--- src/verilog/sdram_refresh_timer.sv ---
`timescale 1ns/1ps

module sdram_refresh_timer #(
  parameter int REFRESH_INTERVAL = 1530
) (
  input  logic sys_clk,
  input  logic sys_reset,
  input  logic timer_start,  // End of init, restart the interval
  input  logic refresh_ack,
  output logic refresh_due
);
  localparam int CNT_W = $clog2(REFRESH_INTERVAL + 1);

  logic [CNT_W-1:0] count_q;
  logic             running_q;  // Counting only after init
  logic             wrap;

  assign wrap = running_q && (count_q == CNT_W'(REFRESH_INTERVAL - 1));

  always_ff @(posedge sys_clk) begin
    if (sys_reset) begin
      count_q     <= '0;
      running_q   <= 1'b0;
      refresh_due <= 1'b0;
    end else if (timer_start) begin
      count_q     <= '0;
      running_q   <= 1'b1;
      refresh_due <= 1'b0;
    end else begin
      if (wrap) count_q <= '0;
      else if (running_q) count_q <= count_q + 1'b1;
      // Sticky until the sequencer takes it, a new interval wins
      if (wrap) refresh_due <= 1'b1;
      else if (refresh_ack) refresh_due <= 1'b0;
    end
  end

endmodule

--- config.mk ---
export PLATFORM = sky130hd
export DESIGN_NAME = sdram_refresh_timer
export DESIGN_NICKNAME = d
export VERILOG_FILES = /design/src/verilog/sdram_refresh_timer.sv
export SDC_FILE = /design/constraint.sdc
export NUM_CORES = 1
export LEC_CHECK = 0
export BUFFER_PORTS_ARGS = -buffer_cell sky130_fd_sc_hd__clkbuf_2
export CORE_UTILIZATION = 50
export DETAILED_ROUTE_END_ITERATION = 6
export GPL_ROUTABILITY_DRIVEN = 1
export PLACE_DENSITY_LB_ADDON = 0.2
export SYNTH_ARGS = -nofsm -noshare
export SYNTH_HDL_FRONTEND = slang
export SYNTH_SLANG_ARGS = --single-unit
--- constraint.sdc ---
create_clock -name sys_clk -period 2.95 [get_ports sys_clk]
set_input_delay 0.59 -clock sys_clk [delete_from_list [all_inputs] [get_ports sys_clk]]
set_output_delay 0.59 -clock sys_clk [all_outputs]
set_load 0.005 [all_outputs]
==> impl_metrics.json <==
{
  "ir_worst_vdd_v": 0.0002819,
  "cts_setup_buffers": 0,
  "preCtsSetupSlack_ns": 1.236,
  "place_hpwl_um": 870.8,
  "cts_made_buffers": 3,
  "first_iter_violations": 2,
  "outcome": "finished clean",
  "powerDensity_nw_per_um2": 432.4,
  "grt_pass1_wl_um": 1994,
  "ys.flop_type": "dfxtp_1",
  "placed_area_um2": 683.2,
  "gr-usage-met3_pct": 8.721,
  "setup_violations": 0,
  "drive_gt1_share_pct": 15.58,
  "swShare_pct": 22.91,
  "use_met1_pct": 24.73,
  "clock_sinks": 13,
  "yosysSeqAreaShare_pct": 39.62,
  "clock_path_buffers": 2,
  "postSynth.asyncResetShare_pct": 0,
  "slew_violations": 0,
  "use_met2_pct": 33.47,
  "cp_max_fo": 6,
  "p_comb_share_pct": 4.4,
  "io_pins": 5,
  "die_area_um2": 1463,
  "finalInstanceArea_um2": 709.4,
  "io_buffers": 4,
  "cpPeakStageDelay_ns": 0.53,
  "initial_utilization_pct": 56.82,
  "vias_per_cell": 5.824,
  "row_count": 12,
  "syn_area_um2": 656.9,
  "p_sw_uw": 70.30,
  "synth_fp_nets": 76,
  "max_slew_margin_pct": 68.32,
  "grt_pass1_vias": 447,
  "drc_errors": 0,
  "netlist_top_cells_area": "dfxtp_1 40%, nor2_1 5.1%, nand4bb_4 4.2%",
  "holdCritPathClass": "register to register",
  "start_kind": "register",
  "synth_top_area_share_pct": 39.62,
  "fin_cells": 91,
  "synth-seq-cells": 13,
  "busiest_layer": "met2",
  "antenna_cells": 0,
  "clockPowerShare_pct": 36.3,
  "path_cells": "ha_1, nand4_1, or4b_1, o22ai_1",
  "ctsHoldBuffers": 0,
  "gp_congestion": 0.6949,
  "fin_util_pct": 61.36,
  "path_buf_inv": 0,
  "leakage_nw": 0.2212,
  "synth-edff-count": 0,
  "fin_crit_ns": 1.620,
  "worstPathArrival_ns": 1.83,
  "wl_per_cell_um": 13.15,
  "maxCapViolations": 0,
  "p_int_uw": 236.5,
  "drtAntennaViolNets": 0,
  "area_growth_pct": 8.000,
  "max_freq_mhz": 617.3,
  "grt_start_max_net_pins": 11,
  "synth_most_common_cell": "dfxtp_1",
  "cp_data_required_time_ns": 3.16,
  "worst_slack_ns": 1.330,
  "path_delay_family": "simple AND/OR/NAND/NOR gates",
  "endpoint_kind": "register",
  "fin_nets": 84,
  "dr.pass1.iters": 4,
  "globalRouteOverflowTotal": 0,
  "avgSynthCellArea_um2": 9.384,
  "drt_wl_total_um": 1197,
  "cts_tree": "done",
  "hold_viol": 0,
  "fp.dieW_um": 38.25,
  "yosysWarnings": 0,
  "seq_power_share_pct": 59.3,
  "fin_crit_sh_pct": 54.91,
  "track_usage_pct": 20.61,
  "synth_largest_area_cell": "dfxtp_1",
  "die_h_um": 38.25,
  "path_class": "register to register",
  "synth.distinct_cells": 29,
  "vias": 530,
  "synth_common_cells": "13 x dfxtp_1, 9 x nor2_1, 5 x nand2_1, 5 x nand3_1",
  "htreeDepth": 1,
  "total_power_uw": 306.8,
  "antenna_found_initial": 0,
  "max_slew.worst_pin.slew_ns": 0.4736,
  "synth_cells": 70,
  "cts_resized": 0,
  "dp.cells": 87,
  "clk_latency_ns": 0.28,
  "coreArea_um2": 1156,
  "cts.clk_slew.worst_paths_ns": 0.08,
  "hold_ws_ns": 0.4768,
  "setup_tns_ns": 0,
  "cpMaxStageDelayCell": "or4b_1",
  "rsz0062_at_grt": "no",
  "fin_skew_ns": 0.003697,
  "cts_root_buf": "clkbuf_4"
}
-- power by group through the flow --
stage | sequential [mW] | combinational, mW | clock, mW
2_1_floorplan | 0.183 | 0.0130 | 0
3_3_place_gp | 0.186 | 0.0131 | 0
3_5_place_dp | 0.186 | 0.0133 | 0
4_1_cts | 0.182 | 0.0134 | 0.116
5_1_grt | 0.183 | 0.0151 | 0.120
6_report | 0.182 | 0.0134 | 0.111
-- final timing paths --
path / from / end / slack [ns] / cells past startpoint
setup reg to reg: count_q[0]$_SDFFE_PP0P_ / count_q[10]$_SDFFE_PP0P_ / 1.33 / 4
hold / removal: refresh_due$_SDFFE_PP0P_ / refresh_due$_SDFFE_PP0P_ / 0.48 / 2
hold reg to reg: refresh_due$_SDFFE_PP0P_ / refresh_due$_SDFFE_PP0P_ / 0.48 / 2
setup / recovery: count_q[0]$_SDFFE_PP0P_ / count_q[10]$_SDFFE_PP0P_ / 1.33 / 4
-- per-layer routing --
layer / routed length [um] / share of wire, %
met5: 0 / 0
met4: 12 / 1.0
met3: 56 / 4.7
met2: 555 / 46
met1: 572 / 48
-- flip-flops by register name, summed over array words and instances, names as in the netlist --
signal / count
count_q: 11
refresh_due: 1
running_q: 1
-- cell type report --
class                           instances  area (um^2)
Fill cell                             103        446.7
Multi-Input combinational cell         54        377.9
Sequential cell                        13        260.3
Clock buffer                            4        26.28
Timing Repair Buffer                    4        20.02
Tap cell                               14        17.52
Inverter                                2        7.507
-- kinds of logic after synthesis --
| family | synth area share [%] |
|---|---|
| and+or+nand+nor | 28.57 |
| AOI/OAI and AO/OA | 19.81 |
| DFF | 39.62 |
| xor gates and xnor gates | 5.334 |
| buffers and inverters | 2.857 |
| adders and majority gates | 3.809 |
-- layout by cell type, fill, tap and decap left out --
cell       netlist  layout
nand4_1          3       3
xnor2_1          1       1
ha_1             2       2
nand4bb_4        1       1
dfxtp_1         13      13
xor2_1           3       3
a211o_1          1       1
nor4_1           1       1
or2_2            2       2
a32o_1           1       1
nor2_1           9       9
nand2_1          5       5
or3_2            1       1
inv_1            2       2
clkbuf_2         0       4
or4_1            2       2
a31oi_1          1       1
o21a_1           1       1
nand2b_1         1       1
clkbuf_4         0       3
o211a_1          1       1
o41ai_4          1       1
a21oi_1          3       3
o22ai_1          1       1
or4b_1           1       1
a211oi_1         2       2
o21ai_0          3       3
clkbuf_1         0       1
or3_1            1       1
nand3_1          5       5
o221ai_1         1       1
-- worst reg2reg max path, delay by kind of cell, from the launching register on --
family	cells	cell delay, ns
AO/OA/AOI/OAI	1	0.12
adder cells (fa/ha/maj)	1	0.22
flip-flops	1	0.42
AND/OR/NAND/NOR	2	0.78
(Power assumes the default switching activity.)
