### src/verilog/sdram_pkg.sv
package sdram_pkg;

  // Field widths of the 16-bit, four-bank part
  localparam int ROW_W       = 12;
  localparam int BANK_W      = 2;
  localparam int COL_W       = 8;
  localparam int DATA_W      = 16;
  localparam int HOST_ADDR_W = ROW_W + BANK_W + COL_W;  // Row, bank, column from the top

  typedef logic [HOST_ADDR_W-1:0] host_addr_t;
  typedef logic [ROW_W-1:0]       row_addr_t;
  typedef logic [BANK_W-1:0]      bank_t;
  typedef logic [COL_W-1:0]       col_addr_t;
  typedef logic [DATA_W-1:0]      data_t;
  typedef logic [3:0]             sdram_cmd_t;  // {cs_n, ras_n, cas_n, we_n}
  typedef logic [ROW_W-1:0]       pin_addr_t;
  typedef logic [15:0]            delay_cnt_t;

  // Command truth table, all strobes active low
  localparam sdram_cmd_t CMD_NOP       = 4'b0111;
  localparam sdram_cmd_t CMD_ACTIVE    = 4'b0011;
  localparam sdram_cmd_t CMD_READ      = 4'b0101;
  localparam sdram_cmd_t CMD_WRITE     = 4'b0100;
  localparam sdram_cmd_t CMD_PRECHARGE = 4'b0010;
  localparam sdram_cmd_t CMD_REFRESH   = 4'b0001;
  localparam sdram_cmd_t CMD_LOAD_MODE = 4'b0000;

  // Programmed burst, standard op, CL2, sequential, BL1
  localparam pin_addr_t MODE_REG_VALUE = {2'b00, 1'b0, 2'b00, 3'b010, 1'b0, 3'b000};

  localparam int PRECHARGE_ALL_BIT = 10;  // A10 high closes every bank

  // WAIT counts, the WAIT entry cycle adds one more
  localparam delay_cnt_t T_RP_CYCLES     = 16'd1;
  localparam delay_cnt_t T_RFC_CYCLES    = 16'd6;
  localparam delay_cnt_t T_MRD_CYCLES    = 16'd1;
  localparam delay_cnt_t CAS_WAIT_CYCLES = 16'd2;

  typedef enum logic [3:0] {
    ST_INIT, ST_WAIT, ST_PRECHARGE_INIT, ST_REFRESH_INIT_1, ST_REFRESH_INIT_2,
    ST_LOAD_MODE, ST_IDLE, ST_REFRESH, ST_ACTIVATE, ST_READ, ST_READ_RES,
    ST_WRITE, ST_PRECHARGE
  } seq_state_t;

endpackage

### src/verilog/sdram_request_queue.sv
`timescale 1ns/1ps

module sdram_request_queue (
  input  logic                 sys_clk,
  input  logic                 sys_reset,
  input  logic                 in_valid,
  input  logic                 rw,                 // 1 selects write
  input  sdram_pkg::host_addr_t sys_addr,
  input  sdram_pkg::data_t     sys_data_to_sdram,
  input  logic                 init_done,
  input  logic                 req_take,           // Sequencer empties the slot
  output logic                 busy,
  output logic                 req_pending,
  output logic                 req_rw,
  output sdram_pkg::host_addr_t req_addr,
  output sdram_pkg::data_t     req_data
);
  import sdram_pkg::*;

  logic accept;

  assign accept = in_valid && !busy;  // Requests during busy are dropped
  assign busy   = !init_done || req_pending;

  always_ff @(posedge sys_clk) begin
    if (sys_reset) begin
      req_pending <= 1'b0;
    end else if (accept) begin
      req_pending <= 1'b1;
    end else if (req_take) begin
      req_pending <= 1'b0;
    end
  end

  // Request payload, only loaded on acceptance
  always_ff @(posedge sys_clk) begin
    if (accept) begin
      req_rw   <= rw;
      req_addr <= sys_addr;
      req_data <= sys_data_to_sdram;
    end
  end

endmodule

### config.mk
export PLATFORM = sky130hd
export DESIGN_NAME = sdram_request_queue
export DESIGN_NICKNAME = d
export VERILOG_FILES = /design/src/verilog/sdram_pkg.sv /design/src/verilog/sdram_request_queue.sv
export SDC_FILE = /design/constraint.sdc
export NUM_CORES = 1
export LEC_CHECK = 0
export BUFFER_PORTS_ARGS = -buffer_cell sky130_fd_sc_hd__buf_2
export CORE_MARGIN = 2
export CORE_UTILIZATION = 39
export DETAILED_ROUTE_END_ITERATION = 8
export HOLD_SLACK_MARGIN = 0.03
export PLACE_DENSITY = 0.83
export SLEW_MARGIN = 20
export SYNTH_ARGS = -nofsm -noshare
export SYNTH_HDL_FRONTEND = slang
export SYNTH_SLANG_ARGS = --single-unit
export TNS_END_PERCENT = 20
### constraint.sdc
create_clock -name sys_clk -period 3.2 [get_ports sys_clk]
set_input_delay 0.16 -clock sys_clk [delete_from_list [all_inputs] [get_ports sys_clk]]
set_output_delay 0.16 -clock sys_clk [all_outputs]
set_load 0.01 [all_outputs]
==> impl_metrics.ini <==
[routing]
detailedRoute.firstIterationViolations = 31
drt_wl_total_um = 3500
viasPerCell = 4.49
dr_wl_cell_um = 16.7
dr.pass1.iters = 4
drcViolationCount = 0
detailroute.via_count = 943
final_antenna_net_count = 0

[floorplan]
design.die.area_mm2 = 0.00359
die-width_um = 60.0
ioPinCount = 85
placeableCoreArea_mm2 = 0.00300
placementRows = 20
start_util_pct = 40.7
die_y_um = 60.0

[setup_path]
r2r-start = req_pending
reg2reg_depth = 2
cp_max_fo = 39
reg2reg_to = req_addr[14]
r2r_setup_slack_ns = 1.47
timing.critical_path.required_ns = 3.16
critPathCaptureType = flop
cp_data_arrival_time_ns = 1.69
setup.worst_path.start_class = flop
startpoint = req_pending
crit_type = flop to flop

[yosys]
synth_area_leaders = sky130_fd_sc_hd__edfxtp_1 96%, sky130_fd_sc_hd__dfxtp_1 1.6%, sky130_fd_sc_hd__or3b_1 0.72%, sky130_fd_sc_hd__o31ai_1 0.61%, sky130_fd_sc_hd__nand2b_1 0.51%
dominant_combinational_cell_family_by_area_after_synthesis = simple AND/OR/NAND/NOR gates
synth_mux_area_share_pct = 0
synth_area_per_cell_um2 = 27.1
synth_compound_area_share_pct = 0.615
flops_latches_synth = 40
syn_nets = 89
synthesis.instances = 45
synthAdderAreaFrac_pct = 0
post_synthesis_xor_xnor_area_fraction_pct = 0
synth_top_area_cell = sky130_fd_sc_hd__edfxtp_1
synth.distinct_cells = 7
synth_top_cell_area_share_pct = 95.9
netlist_area_mm2 = 0.00122
ys.warnings.count = 0
yosysSeqAreaShare_pct = 97.5
synth_simple_gate_area_share_pct = 1.54

[final_layout]
antenna_cells = 0
layout.cells.most_common = sky130_fd_sc_hd__buf_2
nFillCells = 201
multi_input_area_um2 = 33.8
final-seq-area_mm2 = 0.00119
final_layout_size_suffix_gt1_share_pct = 51.4
fin_nets = 220
area_growth_pct = 75.3
layout.cells.most_common_list = 84 x sky130_fd_sc_hd__buf_2, 40 x sky130_fd_sc_hd__dlygate4sd3_1, 39 x sky130_fd_sc_hd__edfxtp_1

[global_routing]
grt_start_max_net_pins = 40
global_route_wire_length_before_repair_um = 5000
globalRouteMet3Util_pct = 12.8
grt.met2_usage_pct = 34.0
grt.busiest_layer = met2
grt_use_met1_pct = 21.9
global_route.overflow_total = 0
grt_antenna_before_repair = 0
grt.total_usage_pct = 21.3
grt_pass1_vias = 1044

[timing]
min_period_ns = 1.73
fin_skew_ns = 0.0104
timing.final.hold_violations = 0
timing_max_transition_violations_final = 0
setup_viol = 0
max-slew-margin-rel_pct = 32.6
worst_slew_pin_slew_ns = 1.01
fmaxAchievable_mhz = 578
setup_tns_ns = 0
timing.hold.ws_ns = 0.0979
grt_setup_unrepaired = false
timing.final.crit_share_pct = 54.0

[min_path]
hold_path_class = primary input to flop
hold_start = req_take
hold_depth = 3
whs_endpoint = req_pending

[clocking]
cts_tree = done
cts_num_sinks = 40
cts.path.max_buffers = 2
clkSlewWorstSetupHoldPaths_ns = 0.11
numCtsBuffers = 5
number_of_levels_the_h_tree_was_split_into = 2
cts_root_buffer = sky130_fd_sc_hd__clkbuf_4
clock_insertion_delay_at_the_later_pin_of_the_skew_report_ns = 0.34

[power_and_ir_drop]
power_density_mw_per_mm2 = 450
power_leakage_uw = 0.000914
maximum_ir_drop_on_the_vdd_rail_v = 0.000341

[placed_design]
io_buffers = 84
gp_routability_congestion = 0.706

[run_status]
run_status = finished, final reports clean

[flow_run]
maxCapViolCount = 0
-- state kept, by name, indices dropped and copies added (netlist names) --
signal	count
req_data	16
req_addr	22
req_rw	1
req_pending	1
-- power breakdown --
part | total (µW) | switching, µW | leakage [µW] | internal (µW)
combinational | 116 | 49.7 | 0.000513 | 65.8
sequential | 609 | 6.34 | 0.000372 | 602
clock | 239 | 153 | 0.0000293 | 85.8
total | 963 | 209 | 0.000914 | 754
-- layer usage --
layer | part of all wire (%) | vias up
li1 | - | 438
met1 | 36 | 421
met2 | 48 | 76
met3 | 13 | 8
met4 | 2.4 | 0
met5 | 0 | -
-- worst max-delay path, stage by stage (launching register included) --
cell and delay (ns):
sky130_fd_sc_hd__dfxtp_1 0.34, sky130_fd_sc_hd__nand2b_1 0.21, sky130_fd_sc_hd__nor2_4 0.79
-- final cells by class --
cell class | count | share of cell area (%)
Clock buffer | 7 | 2.10
Clock inverter | 1 | 0.234
Multi-Input combinational cell | 4 | 1.58
Timing Repair Buffer | 124 | 38.3
Tap cell | 33 | 1.93
Sequential cell | 40 | 55.6
Inverter | 1 | 0.175
-- cell usage after synthesis (all sizes together) --
cell / instances
edfxtp: 39
dfxtp: 1
inv: 1
nand2b: 1
nor2: 1
o31ai: 1
or3b: 1
-- how the worst max path moves through the flow --
stage,end,slack [ns],cells past startpoint
after floorplan,req_addr[0],0.55,2
after global placement,req_addr[3],1.58,2
after detailed placement,req_addr[0],1.51,2
after CTS,req_data[10],1.49,2
after global routing,req_addr[4],1.34,2
final,req_addr[14],1.47,2
-- repair_timing --
action,4_1_cts,5_1_grt
hold buffers,40,0
resized for setup,0,0
buffers inserted,0,0
endpoints found under the hold margin,40,0
-- per-stage QoR --
stage	cells	cell area (µm²)	setup WS (ns)	utilization (%)	total power, µW
6_report	210	2140	1.47	71.3	963
5_1_grt	210	2140	1.34	71.3	1000
4_1_cts	210	2140	1.49	71.3	961
3_5_place_dp	162	1690	1.51	56.3	694
3_3_place_gp	162	1690	1.58	56.3	690
2_1_floorplan	45	1220	0.551	-	643
-- cell families (layout without fill, tap and decap cells) --
kind of cell	after synthesis	count (layout)
AND/OR/NAND/NOR	3	3
buffers and inverters	1	133
AO/OA/AOI/OAI	1	1
flip-flops	40	40
No activity file was read; power rests on OpenSTA's default activity.
