[config.mk]
export PLATFORM = sky130hd
export DESIGN_NAME = sdram_bank_tracker
export DESIGN_NICKNAME = d
export VERILOG_FILES = /design/src/verilog/sdram_pkg.sv /design/src/verilog/sdram_bank_tracker.sv
export SDC_FILE = /design/constraint.sdc
export NUM_CORES = 1
export LEC_CHECK = 0
export BUFFER_PORTS_ARGS = -buffer_cell sky130_fd_sc_hd__buf_4
export CAP_MARGIN = 20
export CORE_UTILIZATION = 59
export CTS_CLUSTER_DIAMETER = 100
export DETAILED_ROUTE_END_ITERATION = 8
export HOLD_SLACK_MARGIN = 0.03
export PLACE_DENSITY = 0.83
export REMOVE_ABC_BUFFERS = 1
export SETUP_SLACK_MARGIN = 0.15
export SYNTH_ARGS = -nofsm -noshare
export SYNTH_HDL_FRONTEND = slang
export SYNTH_SLANG_ARGS = --single-unit
[constraint.sdc]
create_clock -name sys_clk -period 3.8 [get_ports sys_clk]
set_input_delay 0 -clock sys_clk [delete_from_list [all_inputs] [get_ports sys_clk]]
set_output_delay 0 -clock sys_clk [all_outputs]
set_load 0.02 [all_outputs]
[src/verilog/sdram_pkg.sv]
package sdram_pkg;

  // Field widths of the 16-bit, four-bank part
  localparam int ROW_W       = 12;
  localparam int BANK_W      = 2;
  localparam int COL_W       = 8;
  localparam int DATA_W      = 16;
  localparam int HOST_ADDR_W = ROW_W + BANK_W + COL_W;  // Row, bank, column from the top

  typedef logic [HOST_ADDR_W-1:0] host_addr_t;
  typedef logic [ROW_W-1:0]       row_addr_t;
  typedef logic [BANK_W-1:0]      bank_t;
  typedef logic [COL_W-1:0]       col_addr_t;
  typedef logic [DATA_W-1:0]      data_t;
  typedef logic [3:0]             sdram_cmd_t;  // {cs_n, ras_n, cas_n, we_n}
  typedef logic [ROW_W-1:0]       pin_addr_t;
  typedef logic [15:0]            delay_cnt_t;

  // Command truth table, all strobes active low
  localparam sdram_cmd_t CMD_NOP       = 4'b0111;
  localparam sdram_cmd_t CMD_ACTIVE    = 4'b0011;
  localparam sdram_cmd_t CMD_READ      = 4'b0101;
  localparam sdram_cmd_t CMD_WRITE     = 4'b0100;
  localparam sdram_cmd_t CMD_PRECHARGE = 4'b0010;
  localparam sdram_cmd_t CMD_REFRESH   = 4'b0001;
  localparam sdram_cmd_t CMD_LOAD_MODE = 4'b0000;

  // Programmed burst, standard op, CL2, sequential, BL1
  localparam pin_addr_t MODE_REG_VALUE = {2'b00, 1'b0, 2'b00, 3'b010, 1'b0, 3'b000};

  localparam int PRECHARGE_ALL_BIT = 10;  // A10 high closes every bank

  // WAIT counts, the WAIT entry cycle adds one more
  localparam delay_cnt_t T_RP_CYCLES     = 16'd1;
  localparam delay_cnt_t T_RFC_CYCLES    = 16'd6;
  localparam delay_cnt_t T_MRD_CYCLES    = 16'd1;
  localparam delay_cnt_t CAS_WAIT_CYCLES = 16'd2;

  typedef enum logic [3:0] {
    ST_INIT, ST_WAIT, ST_PRECHARGE_INIT, ST_REFRESH_INIT_1, ST_REFRESH_INIT_2,
    ST_LOAD_MODE, ST_IDLE, ST_REFRESH, ST_ACTIVATE, ST_READ, ST_READ_RES,
    ST_WRITE, ST_PRECHARGE
  } seq_state_t;

endpackage

[src/verilog/sdram_bank_tracker.sv]
`timescale 1ns/1ps

module sdram_bank_tracker (
  input  logic                  sys_clk,
  input  logic                  sys_reset,
  input  sdram_pkg::bank_t      lookup_bank,
  input  sdram_pkg::row_addr_t  lookup_row,
  input  logic                  mark_active,     // ACTIVE issued on update_bank
  input  logic                  mark_precharge,  // PRECHARGE issued
  input  logic                  precharge_all,   // With A10 high
  input  sdram_pkg::bank_t      update_bank,
  input  sdram_pkg::row_addr_t  update_row,
  output logic                  bank_open,
  output logic                  row_hit
);
  import sdram_pkg::*;

  logic [3:0] open_q;       // One flag per bank
  row_addr_t  row_q [4];    // Row held open in each bank

  // Lookup for the pending request
  assign bank_open = open_q[lookup_bank];
  assign row_hit   = bank_open && (row_q[lookup_bank] == lookup_row);

  always_ff @(posedge sys_clk) begin
    if (sys_reset) begin
      open_q <= '0;
    end else if (mark_active) begin
      open_q[update_bank] <= 1'b1;
    end else if (mark_precharge) begin
      if (precharge_all) open_q <= '0;
      else open_q[update_bank] <= 1'b0;
    end
  end

  always_ff @(posedge sys_clk) begin
    if (mark_active) row_q[update_bank] <= update_row;
  end

endmodule

==> flow_summary.json <==
{
  "yosys_warnings": 0,
  "timing.hold.ws_ns": 0.0531,
  "totalWireLength_um": 3940,
  "worstPathMaxFanout": 1,
  "reg2reg_from": "open_q[1]",
  "postLayoutCellArea_sq_um": 2730,
  "worst-endpoint-required_ns": 3.80,
  "number_of_global_route_vias_before_repair": 1286,
  "num_cts_buffers": 5,
  "holdPathStages": 4,
  "drt-wirelength-per-cell_um": 17.9,
  "top_usage_layer": "met2",
  "post_route_cells_drive_above_1_share_pct": 27.6,
  "final_std_cells_w_o_fill": 220,
  "number_of_buffers_added_on_ports": 34,
  "final.setup_skew_ns": 0,
  "synth.cell_area_sq_um": 2150,
  "grt_pass1_wl_um": 6260,
  "areaGrowthSynthToFinish_pct": 26.8,
  "yosys.cell_types.count": 23,
  "leakage_nw": 0.977,
  "cts_htree_levels": 2,
  "worst_r2r_endpoint": "open_q[1]",
  "slew-limit-headroom_pct": 32.6,
  "critPathKind": "reg2out",
  "groute.layer.met1.usage_pct": 28.0,
  "critPathLaunchType": "flop",
  "worst_pin_slew_ns": 1.01,
  "rsz0062_at_grt": "false",
  "worst_skew_pair.late_latency_ns": 0.37,
  "hold_viol_final": 0,
  "drv_cap": 0,
  "floorplan.die.height_um": 62.4,
  "grtUsageMet3_pct": 5.51,
  "placed_cells_incl_taps": 193,
  "fp-row-count": 21,
  "cts-root-to-sink-buffers": 2,
  "grt_overflow_total": 0,
  "r2r_slack_ns": 2.51,
  "fin_tns_setup_ns": 0,
  "placement.cell_area_sq_um": 2460,
  "regArea_sq_um": 1520,
  "worstHoldEndpoint": "open_q[0]",
  "worstSetupEndpointType": "primary output",
  "cts_sinks": 52,
  "hold_start": "update_bank[1]",
  "drt_iter0_drc": 81,
  "synth_cells": 115,
  "post_synth_top_area_share_pct": 67.1,
  "period_needed_ns": 2.23,
  "synth.yosys.seq_area_share_pct": 70.8,
  "power.ir.vdd_worst_uv": 298,
  "most-common-layout-cells": "sky130_fd_sc_hd__edfxtp_1, sky130_fd_sc_hd__buf_4, sky130_fd_sc_hd__dlygate4sd3_1",
  "layout.cells.most_common": "sky130_fd_sc_hd__edfxtp_1",
  "combined_area_of_the_multi_input_logic_cells_sq_um": 613,
  "worst-endpoint-arrival_ns": 2.23,
  "drt-pass1-iter-count": 4,
  "outcome": "completed",
  "timing.final.setup_violations": 0,
  "cts_tree": "done",
  "die_footprint_sq_um": 3890,
  "route.vias.total": 1218,
  "rr_worst_depth": 3,
  "detail-route-antenna-nets": 0,
  "pin_count_of_the_biggest_net_entering_global_routing": 16,
  "report.final.slew_viol_count": 0,
  "post_drt_via_cell_ratio": 5.54,
  "detailedPlacementHpwl_um": 2550,
  "grt_antenna_before_repair": 0,
  "globalplace.congestion": 0.823,
  "core_area_sq_um": 3420,
  "globalRouteMet2Util_pct": 39.6,
  "post-cts-setup-buffer-count": 0,
  "remaining_drc_errors": 0,
  "insertedDiodeCount": 0,
  "cts.reportedPaths.clkPinSlew_ns": 0.14,
  "synth_area_leaders": "sky130_fd_sc_hd__edfxtp_1, sky130_fd_sc_hd__mux4_1, sky130_fd_sc_hd__xnor2_1",
  "fp.dieW_um": 62.4,
  "count_of_boundary_i_o_pins": 35,
  "final_standard_cell_utilization_of_the_core_pct": 79.8,
  "start_util_pct": 62.9,
  "power_density_nw_per_um2": 399,
  "fillerInstances": 180,
  "holdCritPathClass": "in2reg",
  "syn_area_per_cell_sq_um": 18.7,
  "track_usage_pct": 22.9,
  "number_of_register_bits_inferred_by_synthesis": 52,
  "min_period_over_period_pct": 58.8,
  "max_clock_freq_ghz": 0.448,
  "root_buffer": "sky130_fd_sc_hd__clkbuf_4",
  "num-nets-final": 206,
  "number_of_resized_instances_in_the_post_cts_repair_step": 0,
  "synth_top_cell_by_area": "sky130_fd_sc_hd__edfxtp_1"
}
logic make-up (layout without fill, tap and decap cells):
kind of cell	Yosys count	in the layout	share of synthesized area, %
XOR/XNOR	14	14	5.70
flip-flops	52	52	70.8
multiplexers	15	15	14.6
AND/OR/NAND/NOR	18	18	4.48
buffers and inverters	3	62	0.931
AO/OA/AOI/OAI	13	13	3.49
worst max-delay path by stage:
| stage | to | slack [ns] | startpoint |
|---|---|---|---|
| 2_1_floorplan | row_hit | 2.11 | row_q[1][1] |
| 3_3_place_gp | row_hit | 2.07 | row_q[1][11] |
| 3_5_place_dp | row_hit | 1.96 | row_q[1][11] |
| 4_1_cts | row_hit | 1.54 | row_q[1][11] |
| 5_1_grt | row_hit | 1.45 | row_q[1][11] |
| 6_report | row_hit | 1.57 | row_q[1][11] |
critical path: stages (launching register included):
cell,delay (ns)
sky130_fd_sc_hd__edfxtp_1,0.40
sky130_fd_sc_hd__mux4_1,0.55
sky130_fd_sc_hd__xnor2_1,0.18
sky130_fd_sc_hd__nand4_1,0.17
sky130_fd_sc_hd__a2111oi_2,0.36
sky130_fd_sc_hd__buf_4,0.21
where the power goes:
part / switching, mW / internal [mW] / leakage (nW)
Clock: 0.160 / 0.138 / 0.0422
Combinational: 0.0538 / 0.0725 / 0.461
Sequential: 0.00788 / 0.655 / 0.474
stage by stage:
step	worst slack [ns]	power [mW]
floorplan	2.11	0.728
finish	1.57	1.09
global route	1.45	1.13
CTS	1.54	1.09
global placement	2.07	0.778
detailed placement	1.96	0.786
what timing repair did:
item / 4_1_cts / 5_1_grt
endpoints found under the hold margin: 52 / 0
hold buffers: 19 / 0
setup endpoints to repair: 0 / 0
layer usage:
metal	share of wire, %	up-vias
met2	56	32
met1	39	600
met5	0	-
met4	1.6	0
met3	3.5	7
li1	-	579
area by class of cell:
cell class                 count  area share, %
clock buffer                   6           1.52
clock inverter                 2           1.29
multi-input combinational     60           22.5
sequential                    52           55.8
tap                           46           2.11
timing repair buffer          54           16.8
sequential cells by signal (all words and copies together), names as in the netlist:
name / cells
row_q: 48
open_q: 4
synthesized netlist by cell type, drive strengths merged:
master and count:
and3b 1, xor2 2, and2 1, nand4 2, mux2i 4, and3 1
mux4 11, edfxtp 48, nor2b 2, o21ai 8, nand3 2, a2111oi 1
dfxtp 4, buf 2, clkbuf 1, nand2 5, xnor2 12, a21oi 4
nor3b 1, or3 1, nor2 2
(Power assumes the default switching activity.)
