$ cat src/verilog/sdram_pkg.sv
package sdram_pkg;

  // Field widths of the 16-bit, four-bank part
  localparam int ROW_W       = 12;
  localparam int BANK_W      = 2;
  localparam int COL_W       = 8;
  localparam int DATA_W      = 16;
  localparam int HOST_ADDR_W = ROW_W + BANK_W + COL_W;  // Row, bank, column from the top

  typedef logic [HOST_ADDR_W-1:0] host_addr_t;
  typedef logic [ROW_W-1:0]       row_addr_t;
  typedef logic [BANK_W-1:0]      bank_t;
  typedef logic [COL_W-1:0]       col_addr_t;
  typedef logic [DATA_W-1:0]      data_t;
  typedef logic [3:0]             sdram_cmd_t;  // {cs_n, ras_n, cas_n, we_n}
  typedef logic [ROW_W-1:0]       pin_addr_t;
  typedef logic [15:0]            delay_cnt_t;

  // Command truth table, all strobes active low
  localparam sdram_cmd_t CMD_NOP       = 4'b0111;
  localparam sdram_cmd_t CMD_ACTIVE    = 4'b0011;
  localparam sdram_cmd_t CMD_READ      = 4'b0101;
  localparam sdram_cmd_t CMD_WRITE     = 4'b0100;
  localparam sdram_cmd_t CMD_PRECHARGE = 4'b0010;
  localparam sdram_cmd_t CMD_REFRESH   = 4'b0001;
  localparam sdram_cmd_t CMD_LOAD_MODE = 4'b0000;

  // Programmed burst, standard op, CL2, sequential, BL1
  localparam pin_addr_t MODE_REG_VALUE = {2'b00, 1'b0, 2'b00, 3'b010, 1'b0, 3'b000};

  localparam int PRECHARGE_ALL_BIT = 10;  // A10 high closes every bank

  // WAIT counts, the WAIT entry cycle adds one more
  localparam delay_cnt_t T_RP_CYCLES     = 16'd1;
  localparam delay_cnt_t T_RFC_CYCLES    = 16'd6;
  localparam delay_cnt_t T_MRD_CYCLES    = 16'd1;
  localparam delay_cnt_t CAS_WAIT_CYCLES = 16'd2;

  typedef enum logic [3:0] {
    ST_INIT, ST_WAIT, ST_PRECHARGE_INIT, ST_REFRESH_INIT_1, ST_REFRESH_INIT_2,
    ST_LOAD_MODE, ST_IDLE, ST_REFRESH, ST_ACTIVATE, ST_READ, ST_READ_RES,
    ST_WRITE, ST_PRECHARGE
  } seq_state_t;

endpackage

$ cat src/verilog/sdram_cmd_if.sv
`timescale 1ns/1ps

interface sdram_cmd_if;
  import sdram_pkg::*;

  sdram_cmd_t cmd;    // Command for the next pin cycle
  bank_t      ba;
  pin_addr_t  addr;
  data_t      wdata;  // Write word, goes out with dq_en
  logic       dq_en;  // Drive DQ in the next pin cycle
  data_t      rdata;  // DQ as sampled by the pad flops

  modport sequencer (
    output cmd, ba, addr, wdata, dq_en,
    input  rdata
  );

  modport phy (
    input  cmd, ba, addr, wdata, dq_en,
    output rdata
  );

endinterface

$ cat src/verilog/sdram_sequencer.sv
`timescale 1ns/1ps

module sdram_sequencer #(
  parameter int INIT_DELAY = 10100
) (
  input  logic                  sys_clk,
  input  logic                  sys_reset,
  input  logic                  req_pending,
  input  logic                  req_rw,
  input  sdram_pkg::host_addr_t req_addr,
  input  sdram_pkg::data_t      req_data,
  output logic                  req_take,
  input  logic                  refresh_due,
  output logic                  refresh_ack,
  output logic                  timer_start,
  output sdram_pkg::bank_t      lookup_bank,
  output sdram_pkg::row_addr_t  lookup_row,
  input  logic                  bank_open,
  input  logic                  row_hit,
  output logic                  mark_active,
  output logic                  mark_precharge,
  output logic                  precharge_all,
  output sdram_pkg::bank_t      update_bank,
  output sdram_pkg::row_addr_t  update_row,
  sdram_cmd_if.sequencer        cmd,
  output sdram_pkg::data_t      rd_data,
  output logic                  rd_valid,
  output logic                  init_done
);
  import sdram_pkg::*;

  seq_state_t state_q, state_d;
  seq_state_t return_q, return_d;  // Where WAIT goes when the count runs out
  delay_cnt_t delay_q, delay_d;
  host_addr_t op_addr_q, op_addr_d;  // Request under execution
  logic       op_rw_q, op_rw_d;
  data_t      op_data_q, op_data_d;
  logic       pre_all_q, pre_all_d;
  bank_t      pre_bank_q, pre_bank_d;
  data_t      rd_data_d;
  logic       rd_valid_d;
  logic       init_done_d;
  bank_t      op_bank;
  row_addr_t  op_row;
  col_addr_t  op_col;

  assign op_col  = op_addr_q[COL_W-1:0];
  assign op_bank = op_addr_q[COL_W +: BANK_W];
  assign op_row  = op_addr_q[COL_W+BANK_W +: ROW_W];

  // Tracker always looks at the queued request
  assign lookup_bank = req_addr[COL_W +: BANK_W];
  assign lookup_row  = req_addr[COL_W+BANK_W +: ROW_W];

  always_comb begin
    state_d        = state_q;
    return_d       = return_q;
    delay_d        = delay_q;
    op_addr_d      = op_addr_q;
    op_rw_d        = op_rw_q;
    op_data_d      = op_data_q;
    pre_all_d      = pre_all_q;
    pre_bank_d     = pre_bank_q;
    rd_data_d      = rd_data;
    rd_valid_d     = 1'b0;   // Single-cycle pulse
    init_done_d    = init_done;
    cmd.cmd        = CMD_NOP;
    cmd.ba         = '0;
    cmd.addr       = '0;
    cmd.wdata      = op_data_q;
    cmd.dq_en      = 1'b0;   // Bus stays high-Z by default
    req_take       = 1'b0;
    refresh_ack    = 1'b0;
    timer_start    = 1'b0;
    mark_active    = 1'b0;
    mark_precharge = 1'b0;
    precharge_all  = 1'b0;
    update_bank    = op_bank;
    update_row     = op_row;

    case (state_q)
      ST_INIT: begin
        state_d  = ST_WAIT;
        delay_d  = delay_cnt_t'(INIT_DELAY);  // Power-up wait
        return_d = ST_PRECHARGE_INIT;
      end
      ST_WAIT: begin
        delay_d = delay_q - 1'b1;
        if (delay_q == '0) begin
          state_d = return_q;
          if (return_q == ST_WRITE) cmd.dq_en = 1'b1;  // Drive data a cycle ahead
        end
      end
      ST_PRECHARGE_INIT: begin
        cmd.cmd                     = CMD_PRECHARGE;
        cmd.addr[PRECHARGE_ALL_BIT] = 1'b1;  // All banks
        state_d                     = ST_WAIT;
        delay_d                     = T_RP_CYCLES;
        return_d                    = ST_REFRESH_INIT_1;
      end
      ST_REFRESH_INIT_1, ST_REFRESH_INIT_2: begin
        cmd.cmd  = CMD_REFRESH;
        state_d  = ST_WAIT;
        delay_d  = T_RFC_CYCLES;
        return_d = (state_q == ST_REFRESH_INIT_1) ? ST_REFRESH_INIT_2 : ST_LOAD_MODE;
      end
      ST_LOAD_MODE: begin
        cmd.cmd     = CMD_LOAD_MODE;
        cmd.addr    = MODE_REG_VALUE;
        state_d     = ST_WAIT;
        delay_d     = T_MRD_CYCLES;
        return_d    = ST_IDLE;
        timer_start = 1'b1;   // Refresh interval starts here
        init_done_d = 1'b1;   // Queue opens next cycle
      end
      ST_IDLE: begin
        if (refresh_due) begin
          // Refresh beats a waiting request
          refresh_ack = 1'b1;
          pre_all_d   = 1'b1;
          pre_bank_d  = '0;
          state_d     = ST_PRECHARGE;
          return_d    = ST_REFRESH;
        end else if (req_pending) begin
          req_take  = 1'b1;
          op_addr_d = req_addr;
          op_rw_d   = req_rw;
          op_data_d = req_data;
          if (row_hit) begin
            state_d = req_rw ? ST_WRITE : ST_READ;   // Row already open
          end else if (bank_open) begin
            pre_all_d  = 1'b0;          // Close only this bank
            pre_bank_d = lookup_bank;
            state_d    = ST_PRECHARGE;
            return_d   = ST_ACTIVATE;
          end else begin
            state_d = ST_ACTIVATE;
          end
        end
      end
      ST_REFRESH: begin
        cmd.cmd  = CMD_REFRESH;
        state_d  = ST_WAIT;
        delay_d  = T_RFC_CYCLES;
        return_d = ST_IDLE;
      end
      ST_ACTIVATE: begin
        cmd.cmd     = CMD_ACTIVE;
        cmd.ba      = op_bank;
        cmd.addr    = op_row;
        mark_active = 1'b1;
        state_d     = ST_WAIT;
        delay_d     = '0;       // One spare cycle covers tRCD
        return_d    = op_rw_q ? ST_WRITE : ST_READ;
      end
      ST_READ: begin
        cmd.cmd  = CMD_READ;
        cmd.ba   = op_bank;
        cmd.addr = pin_addr_t'(op_col);
        state_d  = ST_WAIT;
        delay_d  = CAS_WAIT_CYCLES;  // CL2 plus the pad flops
        return_d = ST_READ_RES;
      end
      ST_READ_RES: begin
        rd_data_d  = cmd.rdata;
        rd_valid_d = 1'b1;
        state_d    = ST_IDLE;
      end
      ST_WRITE: begin
        cmd.cmd   = CMD_WRITE;
        cmd.ba    = op_bank;
        cmd.addr  = pin_addr_t'(op_col);
        cmd.dq_en = 1'b1;
        state_d   = ST_IDLE;     // Nothing reported back
      end
      ST_PRECHARGE: begin
        cmd.cmd                     = CMD_PRECHARGE;
        cmd.ba                      = pre_bank_q;
        cmd.addr[PRECHARGE_ALL_BIT] = pre_all_q;
        mark_precharge              = 1'b1;
        precharge_all               = pre_all_q;
        update_bank                 = pre_bank_q;
        state_d                     = ST_WAIT;
        delay_d                     = T_RP_CYCLES;
      end
      default: state_d = ST_INIT;
    endcase
  end

  always_ff @(posedge sys_clk) begin
    if (sys_reset) begin
      state_q   <= ST_INIT;
      return_q  <= ST_INIT;
      delay_q   <= '0;
      rd_valid  <= 1'b0;
      init_done <= 1'b0;
    end else begin
      state_q   <= state_d;
      return_q  <= return_d;
      delay_q   <= delay_d;
      rd_valid  <= rd_valid_d;
      init_done <= init_done_d;
    end
  end

  // Operation payload
  always_ff @(posedge sys_clk) begin
    op_addr_q  <= op_addr_d;
    op_rw_q    <= op_rw_d;
    op_data_q  <= op_data_d;
    pre_all_q  <= pre_all_d;
    pre_bank_q <= pre_bank_d;
    rd_data    <= rd_data_d;
  end

endmodule
$ cat src/flat_wrapper.sv
// flat-port wrapper written by rule: the top's interface ports become plain ports
module sdram_sequencer_flat import sdram_pkg::*;
#(
  parameter int INIT_DELAY = 10100
)
  (sys_clk, sys_reset, req_pending, req_rw, req_addr, req_data, req_take, refresh_due, refresh_ack, timer_start, lookup_bank, lookup_row, bank_open, row_hit, mark_active, mark_precharge, precharge_all, update_bank, update_row, rd_data, rd_valid, init_done, cmd_cmd, cmd_ba, cmd_addr, cmd_wdata, cmd_dq_en, cmd_rdata);
  sdram_cmd_if cmd_i ();
  input  logic sys_clk;
  input  logic sys_reset;
  input  logic req_pending;
  input  logic req_rw;
  input  sdram_pkg::host_addr_t req_addr;
  input  sdram_pkg::data_t req_data;
  output logic req_take;
  input  logic refresh_due;
  output logic refresh_ack;
  output logic timer_start;
  output sdram_pkg::bank_t lookup_bank;
  output sdram_pkg::row_addr_t lookup_row;
  input  logic bank_open;
  input  logic row_hit;
  output logic mark_active;
  output logic mark_precharge;
  output logic precharge_all;
  output sdram_pkg::bank_t update_bank;
  output sdram_pkg::row_addr_t update_row;
  output sdram_pkg::data_t rd_data;
  output logic rd_valid;
  output logic init_done;
  output wire logic [$bits(cmd_i.cmd)-1:0] cmd_cmd;
  output wire logic [$bits(cmd_i.ba)-1:0] cmd_ba;
  output wire logic [$bits(cmd_i.addr)-1:0] cmd_addr;
  output wire logic [$bits(cmd_i.wdata)-1:0] cmd_wdata;
  output wire logic [$bits(cmd_i.dq_en)-1:0] cmd_dq_en;
  input wire logic [$bits(cmd_i.rdata)-1:0] cmd_rdata;
  assign cmd_cmd = cmd_i.cmd;
  assign cmd_ba = cmd_i.ba;
  assign cmd_addr = cmd_i.addr;
  assign cmd_wdata = cmd_i.wdata;
  assign cmd_dq_en = cmd_i.dq_en;
  assign cmd_i.rdata = cmd_rdata;
  sdram_sequencer #(.INIT_DELAY(INIT_DELAY)) u_core (.sys_clk(sys_clk), .sys_reset(sys_reset), .req_pending(req_pending), .req_rw(req_rw), .req_addr(req_addr), .req_data(req_data), .req_take(req_take), .refresh_due(refresh_due), .refresh_ack(refresh_ack), .timer_start(timer_start), .lookup_bank(lookup_bank), .lookup_row(lookup_row), .bank_open(bank_open), .row_hit(row_hit), .mark_active(mark_active), .mark_precharge(mark_precharge), .precharge_all(precharge_all), .update_bank(update_bank), .update_row(update_row), .cmd(cmd_i), .rd_data(rd_data), .rd_valid(rd_valid), .init_done(init_done));
endmodule
$ cat config.mk
export PLATFORM = sky130hd
export DESIGN_NAME = sdram_sequencer_flat
export DESIGN_NICKNAME = d
export VERILOG_FILES = /design/src/verilog/sdram_pkg.sv /design/src/verilog/sdram_cmd_if.sv /design/src/verilog/sdram_sequencer.sv /design/src/flat_wrapper.sv
export SDC_FILE = /design/constraint.sdc
export NUM_CORES = 1
export LEC_CHECK = 0
export BUFFER_PORTS_ARGS = -buffer_cell sky130_fd_sc_hd__buf_4
export CORE_ASPECT_RATIO = 0.6
export CORE_MARGIN = 1.5
export CORE_UTILIZATION = 25
export CTS_CLUSTER_DIAMETER = 150
export CTS_CLUSTER_SIZE = 28
export DETAILED_ROUTE_END_ITERATION = 10
export PLACE_DENSITY = 0.46
export SLEW_MARGIN = 20
export SYNTH_ARGS = -nofsm -noshare
export SYNTH_HDL_FRONTEND = slang
export SYNTH_SLANG_ARGS = --single-unit
$ cat constraint.sdc
create_clock -name sys_clk -period 5.9 [get_ports sys_clk]
set_clock_uncertainty 0.2 [all_clocks]
set_input_delay 0.59 -clock sys_clk [delete_from_list [all_inputs] [get_ports sys_clk]]
set_output_delay 0.59 -clock sys_clk [all_outputs]
set_load 0.05 [all_outputs]
==> impl_metrics.csv, run 1 <==
group,metric,value,unit
power_and_ir_drop,p_per_area,267.0,nW/µm²
floorplan,core_region_area,15240,µm²
timing,final-max-slew-violation-count,0,
synth,async_flop_share,0,
clock_tree,cts-resized-gates,0,
floorplan,die-height,99.50,µm
min_path,whs_path_depth,1,
synth,synth.distinct_cells,58,
power_and_ir_drop,p_leak,2.097,nW
clock_tree,cts_tree,"done",
timing,slew_headroom,0.3011,
synth,synth_top_area_frac,0.4489,
layout,fin_area,5305,µm²
min_path,hold_class,"input pin to flop",
route,routedWlPerCell,16.22,µm
timing,fin_crit,3527,ps
layout,diodes,0,
layout,syn_to_final_growth,36.73,%
synth,synth_top_flop_cell,"edfxtp_1",
synth,synthCells,341,
worst_setup_path,end_kind,"output pin",
timing,setup_viol,0,
timing,fin_crit_sh,0.5978,
worst_setup_path,worst_setup_path_start_kind,"flop",
route,dr.pass1.iters,4,
worst_setup_path,rr_worst_depth,3,
grt,overflow,0,
grt,grt_use_total,0.1294,
route,drcViolationCount,0,
grt,grt_first_pass_wirelength,15920,µm
timing,fmax,0.2835,GHz
layout,fin_nets,522,
synth,synth_top_area_cell,"edfxtp_1",
clock_tree,clk_path_buf_depth,2,
placed_design,dp.cells,651,
synth,synth.area.top_cells,"edfxtp_1 45%, dfxtp_1 13%, buf_4 5.2%, a21oi_1 2.7%, nor2_1 2.5%",
layout,final_layout_size_suffix_gt1_frac,0.3858,
timing,tightestPinTransition,1035,ps
synth,ys_seq_area_frac,0.5830,
synth,avgSynthCellArea,11.38,µm²
route,routed-via-count,3160,
route,routed_via_density,4.738,
layout,fill_cells,1526,
route,drt_iter0_drc,178,
power_and_ir_drop,peakVddDrop,0.1543,mV
worst_setup_path,arrival,2740,ps
timing,holdWs,225.0,ps
worst_setup_path,critical_path.max_fanout,25,
grt,grt_max_degree,40,
route,wl,10820,µm
route,postRouteAntennaNets,0,
floorplan,die_area,16300,µm²
clock_tree,clockRootBuffer,"clkbuf_16",
timing,hold_viol_final,0,
synth,yosysMostFrequentCell,"edfxtp_1",
clock_tree,insertion_delay,340,ps
floorplan,start_util,0.2546,
synth,synth-seq-cells,84,
timing,setup_tns,0,ps
floorplan,ios,148,
grt,grt_pass1_vias,2780,
synth,syn_nets,404,
layout,fin_cells,667,
clock_tree,cts_buffers,9,
floorplan,rows,35,
placed_design,dp_hpwl,8087,µm
worst_setup_path,required,5110,ps
clock_tree,cts.sinks,84,
placed_design,place.gp.congestion,0.8250,
synth,yosys-top-cells-count,"58 x edfxtp_1, 27 x buf_4, 26 x dfxtp_1, 26 x nor2_1, 21 x a21oi_1",
grt,grt_antenna_before_repair,0,
clock_tree,post_cts_buffers,0,
floorplan,fp.dieW,163.8,µm
timing,rsz0062_at_grt,"no",
synth,synthesis.area,3880,µm²
clock_tree,clk_pin_slew,60,ps
layout,multiInputGateArea,1311,µm²
synth,synth_edf_count,58,
run_status,outcome,"complete, no violations",
layout,final_util,0.3481,
placed_design,port_buffers,146,
clock_tree,holdBufCountCts,0,
clock_tree,htreeDepth,3,
layout,ff_latch_area,2262,µm²
worst_setup_path,critical_path_class,"flop to output pin",
flow_run,drv_cap,0,
placed_design,placed_cell_area,5001,µm²
synth,yosys_warnings,0,
==> cell usage in the layout (no fill, tap or decap), types with 3 or more instances in the layout <==
cell type / synthesis / final
o21ai_0: 17 / 17
nor2_1: 26 / 26
inv_6: 0 / 3
o221ai_1: 3 / 3
nand2_1: 11 / 11
a211oi_1: 7 / 7
nor2b_1: 6 / 6
a22o_1: 8 / 8
nor3_1: 13 / 12
nor4b_1: 3 / 3
o31ai_1: 5 / 5
mux2i_1: 3 / 3
or3_1: 3 / 3
or4_1: 5 / 5
inv_1: 11 / 11
buf_4: 27 / 151
a21oi_1: 21 / 21
nand2b_1: 3 / 3
nor4_1: 3 / 3
a21o_1: 6 / 6
dfxtp_1: 26 / 26
or2_2: 3 / 3
and2_1: 4 / 4
clkbuf_16: 0 / 9
edfxtp_1: 58 / 58
a221oi_1: 4 / 4
a31oi_1: 3 / 3
==> state kept, by name (all words and copies together) (netlist names) <==
name / count
u_core.pre_bank_q: 2
u_core.pre_all_q: 1
u_core.op_rw_q: 1
u_core.op_addr_q: 22
u_core.cmd.wdata: 16
u_core.init_done: 1
u_core.return_q: 4
u_core.rd_data: 16
u_core.rd_valid: 1
u_core.state_q: 4
u_core.delay_q: 16
==> per-layer routing <==
layer  up-vias  global-route usage  routed length (µm)
li1       1492                   -                   -
met1      1538              0.2057                5645
met2       126              0.1672                4310
met3         4             0.03920                 810
met4         0             0.02517                  55
met5         -                   0                   0
==> power by group <==
part	internal (mW)	leakage (nW)	switching (mW)	total, mW
clock network	0.331	0.148	0.242	0.573
registers	0.642	0.734	0.0211	0.663
logic	0.0811	1.21	0.0987	0.180
total	1.05	2.10	0.362	1.42
==> cells by family (layout without fill, tap and decap cells) <==
group	Yosys count	in the layout	synth area share
adders and majority gates	2	2	0.006449
xor gates and xnor gates	4	4	0.009031
AOI/OAI and AO/OA	90	90	0.1593
buffers and inverters	56	179	0.08159
and+or+nand+nor	99	99	0.1461
muxes	5	5	0.01354
other	1	1	0.0009665
DFF	84	84	0.5830
==> stage by stage <==
stage | total power [mW] | worst slack, ps
final | 1.416 | 2373
after global routing | 1.483 | 2144
after CTS | 1.434 | 1995
after detailed placement | 0.8532 | 2373
after global placement | 0.8523 | 2467
after floorplan | 0.7885 | 354.3
==> worst max-delay path, cell delays in order, from the launching register on <==
cell	delay, ps
dfxtp_1	840
clkinv_1	450
nand2_1	270
nor2_1	240
a221o_1	410
buf_4	190
==> final timing paths <==
check	slack (ps)	startpoint	end
worst min register to register	270	u_core.init_done	u_core.init_done
worst max register to register	2970	u_core.state_q[2]	u_core.cmd.wdata[12]
worst max-delay path	2370	u_core.state_q[0]	cmd_addr[5]
worst min-delay path	220	req_data[13]	u_core.cmd.wdata[13]
==> final cells by class <==
class	count	area share
Clock buffer	9	0.04245
Clock inverter	7	0.01392
Inverter	12	0.008491
Multi-Input combinational cell	201	0.2472
Sequential cell	84	0.4264
Tap cell	203	0.04788
Timing Repair Buffer	151	0.2137
Note: power is estimated with default switching activity, not from simulation.
==> run 2, diff against run 1 <==
--- a/config.mk
+++ b/config.mk
@@ -12,7 +12,7 @@
 export CTS_CLUSTER_DIAMETER = 150
 export CTS_CLUSTER_SIZE = 28
 export DETAILED_ROUTE_END_ITERATION = 10
-export PLACE_DENSITY = 0.46
+export PLACE_DENSITY = 0.48
 export SLEW_MARGIN = 20
 export SYNTH_ARGS = -nofsm -noshare
 export SYNTH_HDL_FRONTEND = slang
==> constraint.sdc (replaced) <==
create_clock -name sys_clk -period 3 [get_ports sys_clk]
set_clock_uncertainty 0.2 [all_clocks]
set_input_delay 0.3 -clock sys_clk [delete_from_list [all_inputs] [get_ports sys_clk]]
set_output_delay 0.3 -clock sys_clk [all_outputs]
set_load 0.05 [all_outputs]
==> impl_metrics.csv, run 2 (synthesis gave the netlist of run 1 again) <==
group,metric,value,unit
run_status,outcome,"complete, no violations",
grt,grt_max_degree,26,
route,postRouteAntennaNets,0,
power_and_ir_drop,p_switching,0.7278,mW
route,wl,11380,µm
clock_tree,cts.sinks,84,
clock_tree,clk_pin_slew,70,ps
timing,hold_viol_final,0,
power_and_ir_drop,p_leak,2.375,nW
timing,setup_tns,0,ps
layout,final_cell_mix,"158 x buf_4, 58 x edfxtp_1, 55 x dlygate4sd3_1, 25 x nor2_1, 25 x dfxtp_1",
worst_setup_path,cpPeakStageDelay,820,ps
layout,top_register,"u_core.op_addr_q",
timing,rsz0062_at_grt,"no",
power_and_ir_drop,p_per_area,480.9,nW/µm²
clock_tree,insertion_delay,340,ps
placed_design,place.gp.congestion,0.8398,
floorplan,fp.dieW,163.8,µm
grt,overflow,0,
power_and_ir_drop,seq_power_share,0.454,
worst_setup_path,crit_family,"simple AND/OR/NAND/NOR gates",
clock_tree,cts_buffers,9,
worst_setup_path,cp_slowest_cell,"dfxtp_1",
floorplan,core_region_area,15240,µm²
layout,fin_nets,585,
worst_setup_path,critical_path.max_fanout,24,
layout,syn_to_final_growth,53.34,%
timing,fin_crit_sh,0.9403,
layout,ff_latch_area,2263,µm²
clock_tree,htreeDepth,3,
timing,fin_ws,179.2,ps
worst_setup_path,required,2500,ps
grt,grt_pass1_vias,3063,
worst_setup_path,worst-path-buf-inv,1,
layout,diodes,0,
layout,largest_reg_flops,22,
floorplan,ios,148,
power_and_ir_drop,power_frac_clock,0.397,
grt,grt_antenna_before_repair,0,
grt,grt_use_total,0.1380,
grt,grt_first_pass_wirelength,17190,µm
flow_run,drv_cap,0,
placed_design,place_ws,446.4,ps
route,routedWlPerCell,15.59,µm
power_and_ir_drop,combPwrFrac,0.149,
timing,tightestPinTransition,814.9,ps
power_and_ir_drop,intPower,2.133,mW
clock_tree,post_cts_buffers,0,
power_and_ir_drop,peakVddDrop,0.2488,mV
route,routed-via-count,3363,
timing,setup_viol,0,
floorplan,rows,35,
placed_design,dp.cells,659,
timing,fmax,0.3545,GHz
worst_setup_path,end_kind,"output pin",
route,routed_via_density,4.607,
placed_design,port_buffers,146,
timing,fin_crit,2821,ps
min_path,hold_class,"input pin to flop",
layout,fin_cells,730,
floorplan,die-height,99.50,µm
layout,final_common_cell,"buf_4",
placed_design,dp_hpwl,8262,µm
layout,multiInputGateArea,1325,µm²
worst_setup_path,arrival,2320,ps
floorplan,start_util,0.2546,
clock_tree,cts_tree,"done",
power_and_ir_drop,p_sw_frac,0.2544,
worst_setup_path,worst_setup_path_start_kind,"flop",
clock_tree,clockRootBuffer,"clkbuf_16",
worst_setup_path,cp_cell_sequence,"nand4bb_1, nor3b_4, buf_4",
worst_setup_path,critical_path_class,"flop to output pin",
route,drt_iter0_drc,297,
floorplan,die_area,16300,µm²
route,drcViolationCount,0,
layout,final_layout_size_suffix_gt1_frac,0.3624,
timing,slew_headroom,0.4510,
layout,fill_cells,1445,
timing,final-max-slew-violation-count,0,
clock_tree,clk_path_buf_depth,2,
route,dr.pass1.iters,5,
-- run 2: cell count changes in the layout (fill, tap and decap cells not counted), sizes merged --
cell / before / now
inv: 14 / 15
buf: 151 / 159
clkinvlp: 0 / 1
clkinv: 4 / 2
dlygate4sd3: 0 / 55
-- run 2: what timing repair did --
action	in CTS	in global routing
setup endpoints to repair	0	13
hold buffers	55	0
hold endpoints to repair	55	0
resized for setup	0	2
-- run 2: final cells by class --
cell class	count	area share
clock inverter	7	0.01346
inverter	12	0.007571
sequential	84	0.3804
clock buffer	9	0.03785
tap	203	0.04269
multi-input combinational	201	0.2227
timing repair buffer	214	0.2953
-- run 2: path summary, 6_finish.rpt --
check	from	endpoint	slack (ps)	cells past startpoint
worst min register to register	u_core.init_done	u_core.init_done	280	2
worst min-delay path	sys_reset	u_core.return_q[1]	80	2
worst max register to register	u_core.state_q[1]	u_core.delay_q[9]	440	5
worst max-delay path	u_core.state_q[1]	req_take	180	3
-- run 2: power by group through the flow --
stage	clock network, mW	logic [mW]	registers [mW]
after floorplan	0	0.239	1.31
after global placement	0	0.361	1.32
after detailed placement	0	0.362	1.32
after CTS	1.18	0.424	1.30
after global routing	1.23	0.466	1.30
final	1.14	0.427	1.30
-- run 2: metrics by stage --
| step | instance area, µm² | power, mW | utilization | hold WS (ps) |
|---|---|---|---|---|
| global route | 5949 | 2.995 | 0.3904 | 89.85 |
| detailed placement | 5085 | 1.684 | 0.3337 | 270.8 |
| floorplan | 3896 | 1.551 | - | 183.1 |
| CTS | 5941 | 2.901 | 0.3898 | 68.28 |
| global placement | 5085 | 1.683 | 0.3337 | 257.8 |
| finish | 5949 | 2.861 | 0.3904 | 84.71 |
-- run 2: per-layer routing --
metal | routed length, µm | GRT usage | vias to the layer above
met5 | 0 | 0 | -
met3 | 910 | 0.03586 | 2
met1 | 5766 | 0.2123 | 1593
li1 | - | - | 1631
met2 | 4659 | 0.1883 | 137
met4 | 45 | 0.03357 | 0
-- run 2: worst reg2reg max path, cell delays in order (launching register included) --
cell,delay (ps)
dfxtp_1,820
buf_4,290
nor2_1,100
a221o_1,480
o21ai_0,430
a211oi_1,90
==> run 3, diff against run 2 <==
--- a/config.mk
+++ b/config.mk
@@ -13,6 +13,7 @@
 export CTS_CLUSTER_SIZE = 28
 export DETAILED_ROUTE_END_ITERATION = 10
 export PLACE_DENSITY = 0.48
+export SETUP_SLACK_MARGIN = 0.4
 export SLEW_MARGIN = 20
 export SYNTH_ARGS = -nofsm -noshare
 export SYNTH_HDL_FRONTEND = slang
==> impl_metrics.csv, run 3 (synthesis gave the netlist of run 1 again) <==
group,metric,value,unit
timing,rsz0062_at_grt,"yes",
clock_tree,insertion_delay,340,ps
clock_tree,cts.sinks,84,
grt,grt_use_total,0.1363,
route,drt_iter0_drc,219,
grt,grt_antenna_before_repair,0,
min_path,hold_class,"input pin to flop",
layout,final_cell_mix,"164 x buf_4, 58 x edfxtp_1, 55 x dlygate4sd3_1, 26 x nor2_1, 22 x dfxtp_1",
worst_setup_path,crit_family,"flip-flops",
worst_setup_path,worst-path-buf-inv,2,
grt,grt_pass1_vias,3175,
floorplan,rows,35,
clock_tree,htreeDepth,3,
flow_run,drv_cap,0,
worst_setup_path,required,2500,ps
worst_setup_path,rr_worst_depth,6,
route,postRouteAntennaNets,0,
placed_design,place.gp.congestion,0.8337,
clock_tree,cts_buffers,9,
layout,final_layout_size_suffix_gt1_frac,0.3790,
timing,hold_viol_final,0,
run_status,outcome,"complete, no violations",
clock_tree,clk_path_buf_depth,2,
clock_tree,clockRootBuffer,"clkbuf_16",
min_path,min_to,"u_core.state_q[0]",
power_and_ir_drop,peakVddDrop,0.3234,mV
placed_design,place_ws,602.9,ps
placed_design,dp_hpwl,8288,µm
clock_tree,clk_pin_slew,60,ps
worst_setup_path,cpPeakStageDelay,540,ps
min_path,whs_path_depth,2,
layout,ff_latch_area,2275,µm²
power_and_ir_drop,p_total,2.873,mW
layout,top_register,"u_core.op_addr_q",
floorplan,core_region_area,15240,µm²
worst_setup_path,critical_path_class,"flop to output pin",
layout,final_util,0.3957,
layout,syn_to_final_growth,55.43,%
timing,final-max-slew-violation-count,0,
floorplan,ios,148,
route,wl,11480,µm
worst_setup_path,cp_slowest_cell,"dfxtp_2",
worst_setup_path,end_kind,"output pin",
floorplan,die_area,16300,µm²
power_and_ir_drop,p_per_area,476.4,nW/µm²
layout,fin_nets,591,
worst_setup_path,worst_setup_path_start_kind,"flop",
floorplan,die-height,99.50,µm
timing,setup_tns,0,ps
layout,multiInputGateArea,1353,µm²
layout,fill_cells,1467,
grt,grt_first_pass_wirelength,17140,µm
layout,largest_reg_flops,22,
min_path,min_from,"sys_reset",
worst_setup_path,reg2reg_slack,590,ps
worst_setup_path,arrival,1990,ps
worst_setup_path,r2r_end,"u_core.delay_q[14]",
timing,tightestPinTransition,642.0,ps
power_and_ir_drop,p_leak,2.409,nW
timing,setup_viol,0,
route,routed_via_density,4.630,
floorplan,fp.dieW,163.8,µm
route,routedWlPerCell,15.60,µm
worst_setup_path,cp_cell_sequence,"inv_1, nor3_4, mux2_2, buf_4",
timing,slew_headroom,0.5720,
timing,fmax,0.4017,GHz
timing,holdWs,72.66,ps
route,dr.pass1.iters,4,
placed_design,port_buffers,146,
layout,final_common_cell,"buf_4",
grt,overflow,0,
floorplan,start_util,0.2546,
clock_tree,cts_tree,"done",
route,routed-via-count,3408,
timing,fin_crit_sh,0.8298,
layout,diodes,0,
grt,grt_max_degree,33,
worst_setup_path,critical_path.max_fanout,17,
timing,fin_crit,2489,ps
timing,fin_ws,510.6,ps
route,drcViolationCount,0,
worst_setup_path,worstReg2RegStart,"u_core.delay_q[0]",
## run 3: timing repair
action                                  4_1_cts  5_1_grt
endpoints found under the hold margin        55        0
resized for setup                             3        7
hold buffers                                 55        0
buffers inserted                              0        3
pin swaps                                     0        0
endpoints found under the setup margin       12       13
cloned                                        0        0
## run 3: power by group
group / total [mW] / internal (mW) / switching (mW)
Sequential: 1.30 / 1.26 / 0.0431
Combinational: 0.426 / 0.217 / 0.209
Clock: 1.14 / 0.660 / 0.483
## run 3: worst reg2reg max path, delay by kind of cell (launching register included)
kind	cells	cell delay, ps
AND/OR/NAND/NOR	3	1310
flip-flops	1	340
adder cells (fa/ha/maj)	1	220
AO/OA/AOI/OAI	1	160
buffers and inverters	1	110
## run 3: worst max-delay path by stage
stage	start	endpoint	slack [ps]	cells after the start
floorplan	u_core.state_q[3]	u_core.cmd.wdata[0]	290	3
global placement	u_core.state_q[0]	u_core.delay_q[6]	670	5
detailed placement	u_core.delay_q[0]	u_core.delay_q[14]	600	6
CTS	u_core.state_q[1]	cmd_addr[5]	410	5
global route	u_core.delay_q[0]	cmd_dq_en	400	7
finish	u_core.state_q[2]	update_bank[0]	510	4
## run 3: layout make-up
cell class              count  area share
clock inverters             7     0.01369
repair buffers            220      0.2973
multi-input cells         201      0.2243
inverters                  12    0.008091
well taps                 203     0.04212
clock buffers               9     0.03734
flip-flops and latches     84      0.3772
## run 3: per-stage QoR
stage	std cells	instance area, µm²
3_3_place_gp	662	5119
5_1_grt	736	6031
6_report	736	6031
2_1_floorplan	341	3934
3_5_place_dp	662	5119
4_1_cts	733	5981
## run 3: metal layers
layer  routed length (µm)  part of all wire  global-route usage  vias up
met5                    0                 0                   0        -
li1                     -                 -                   -     1643
met1                 5693              0.50              0.2009     1623
met3                  834             0.073             0.04045        9
met2                 4882              0.43              0.1977      133
met4                   70            0.0061             0.02308        0
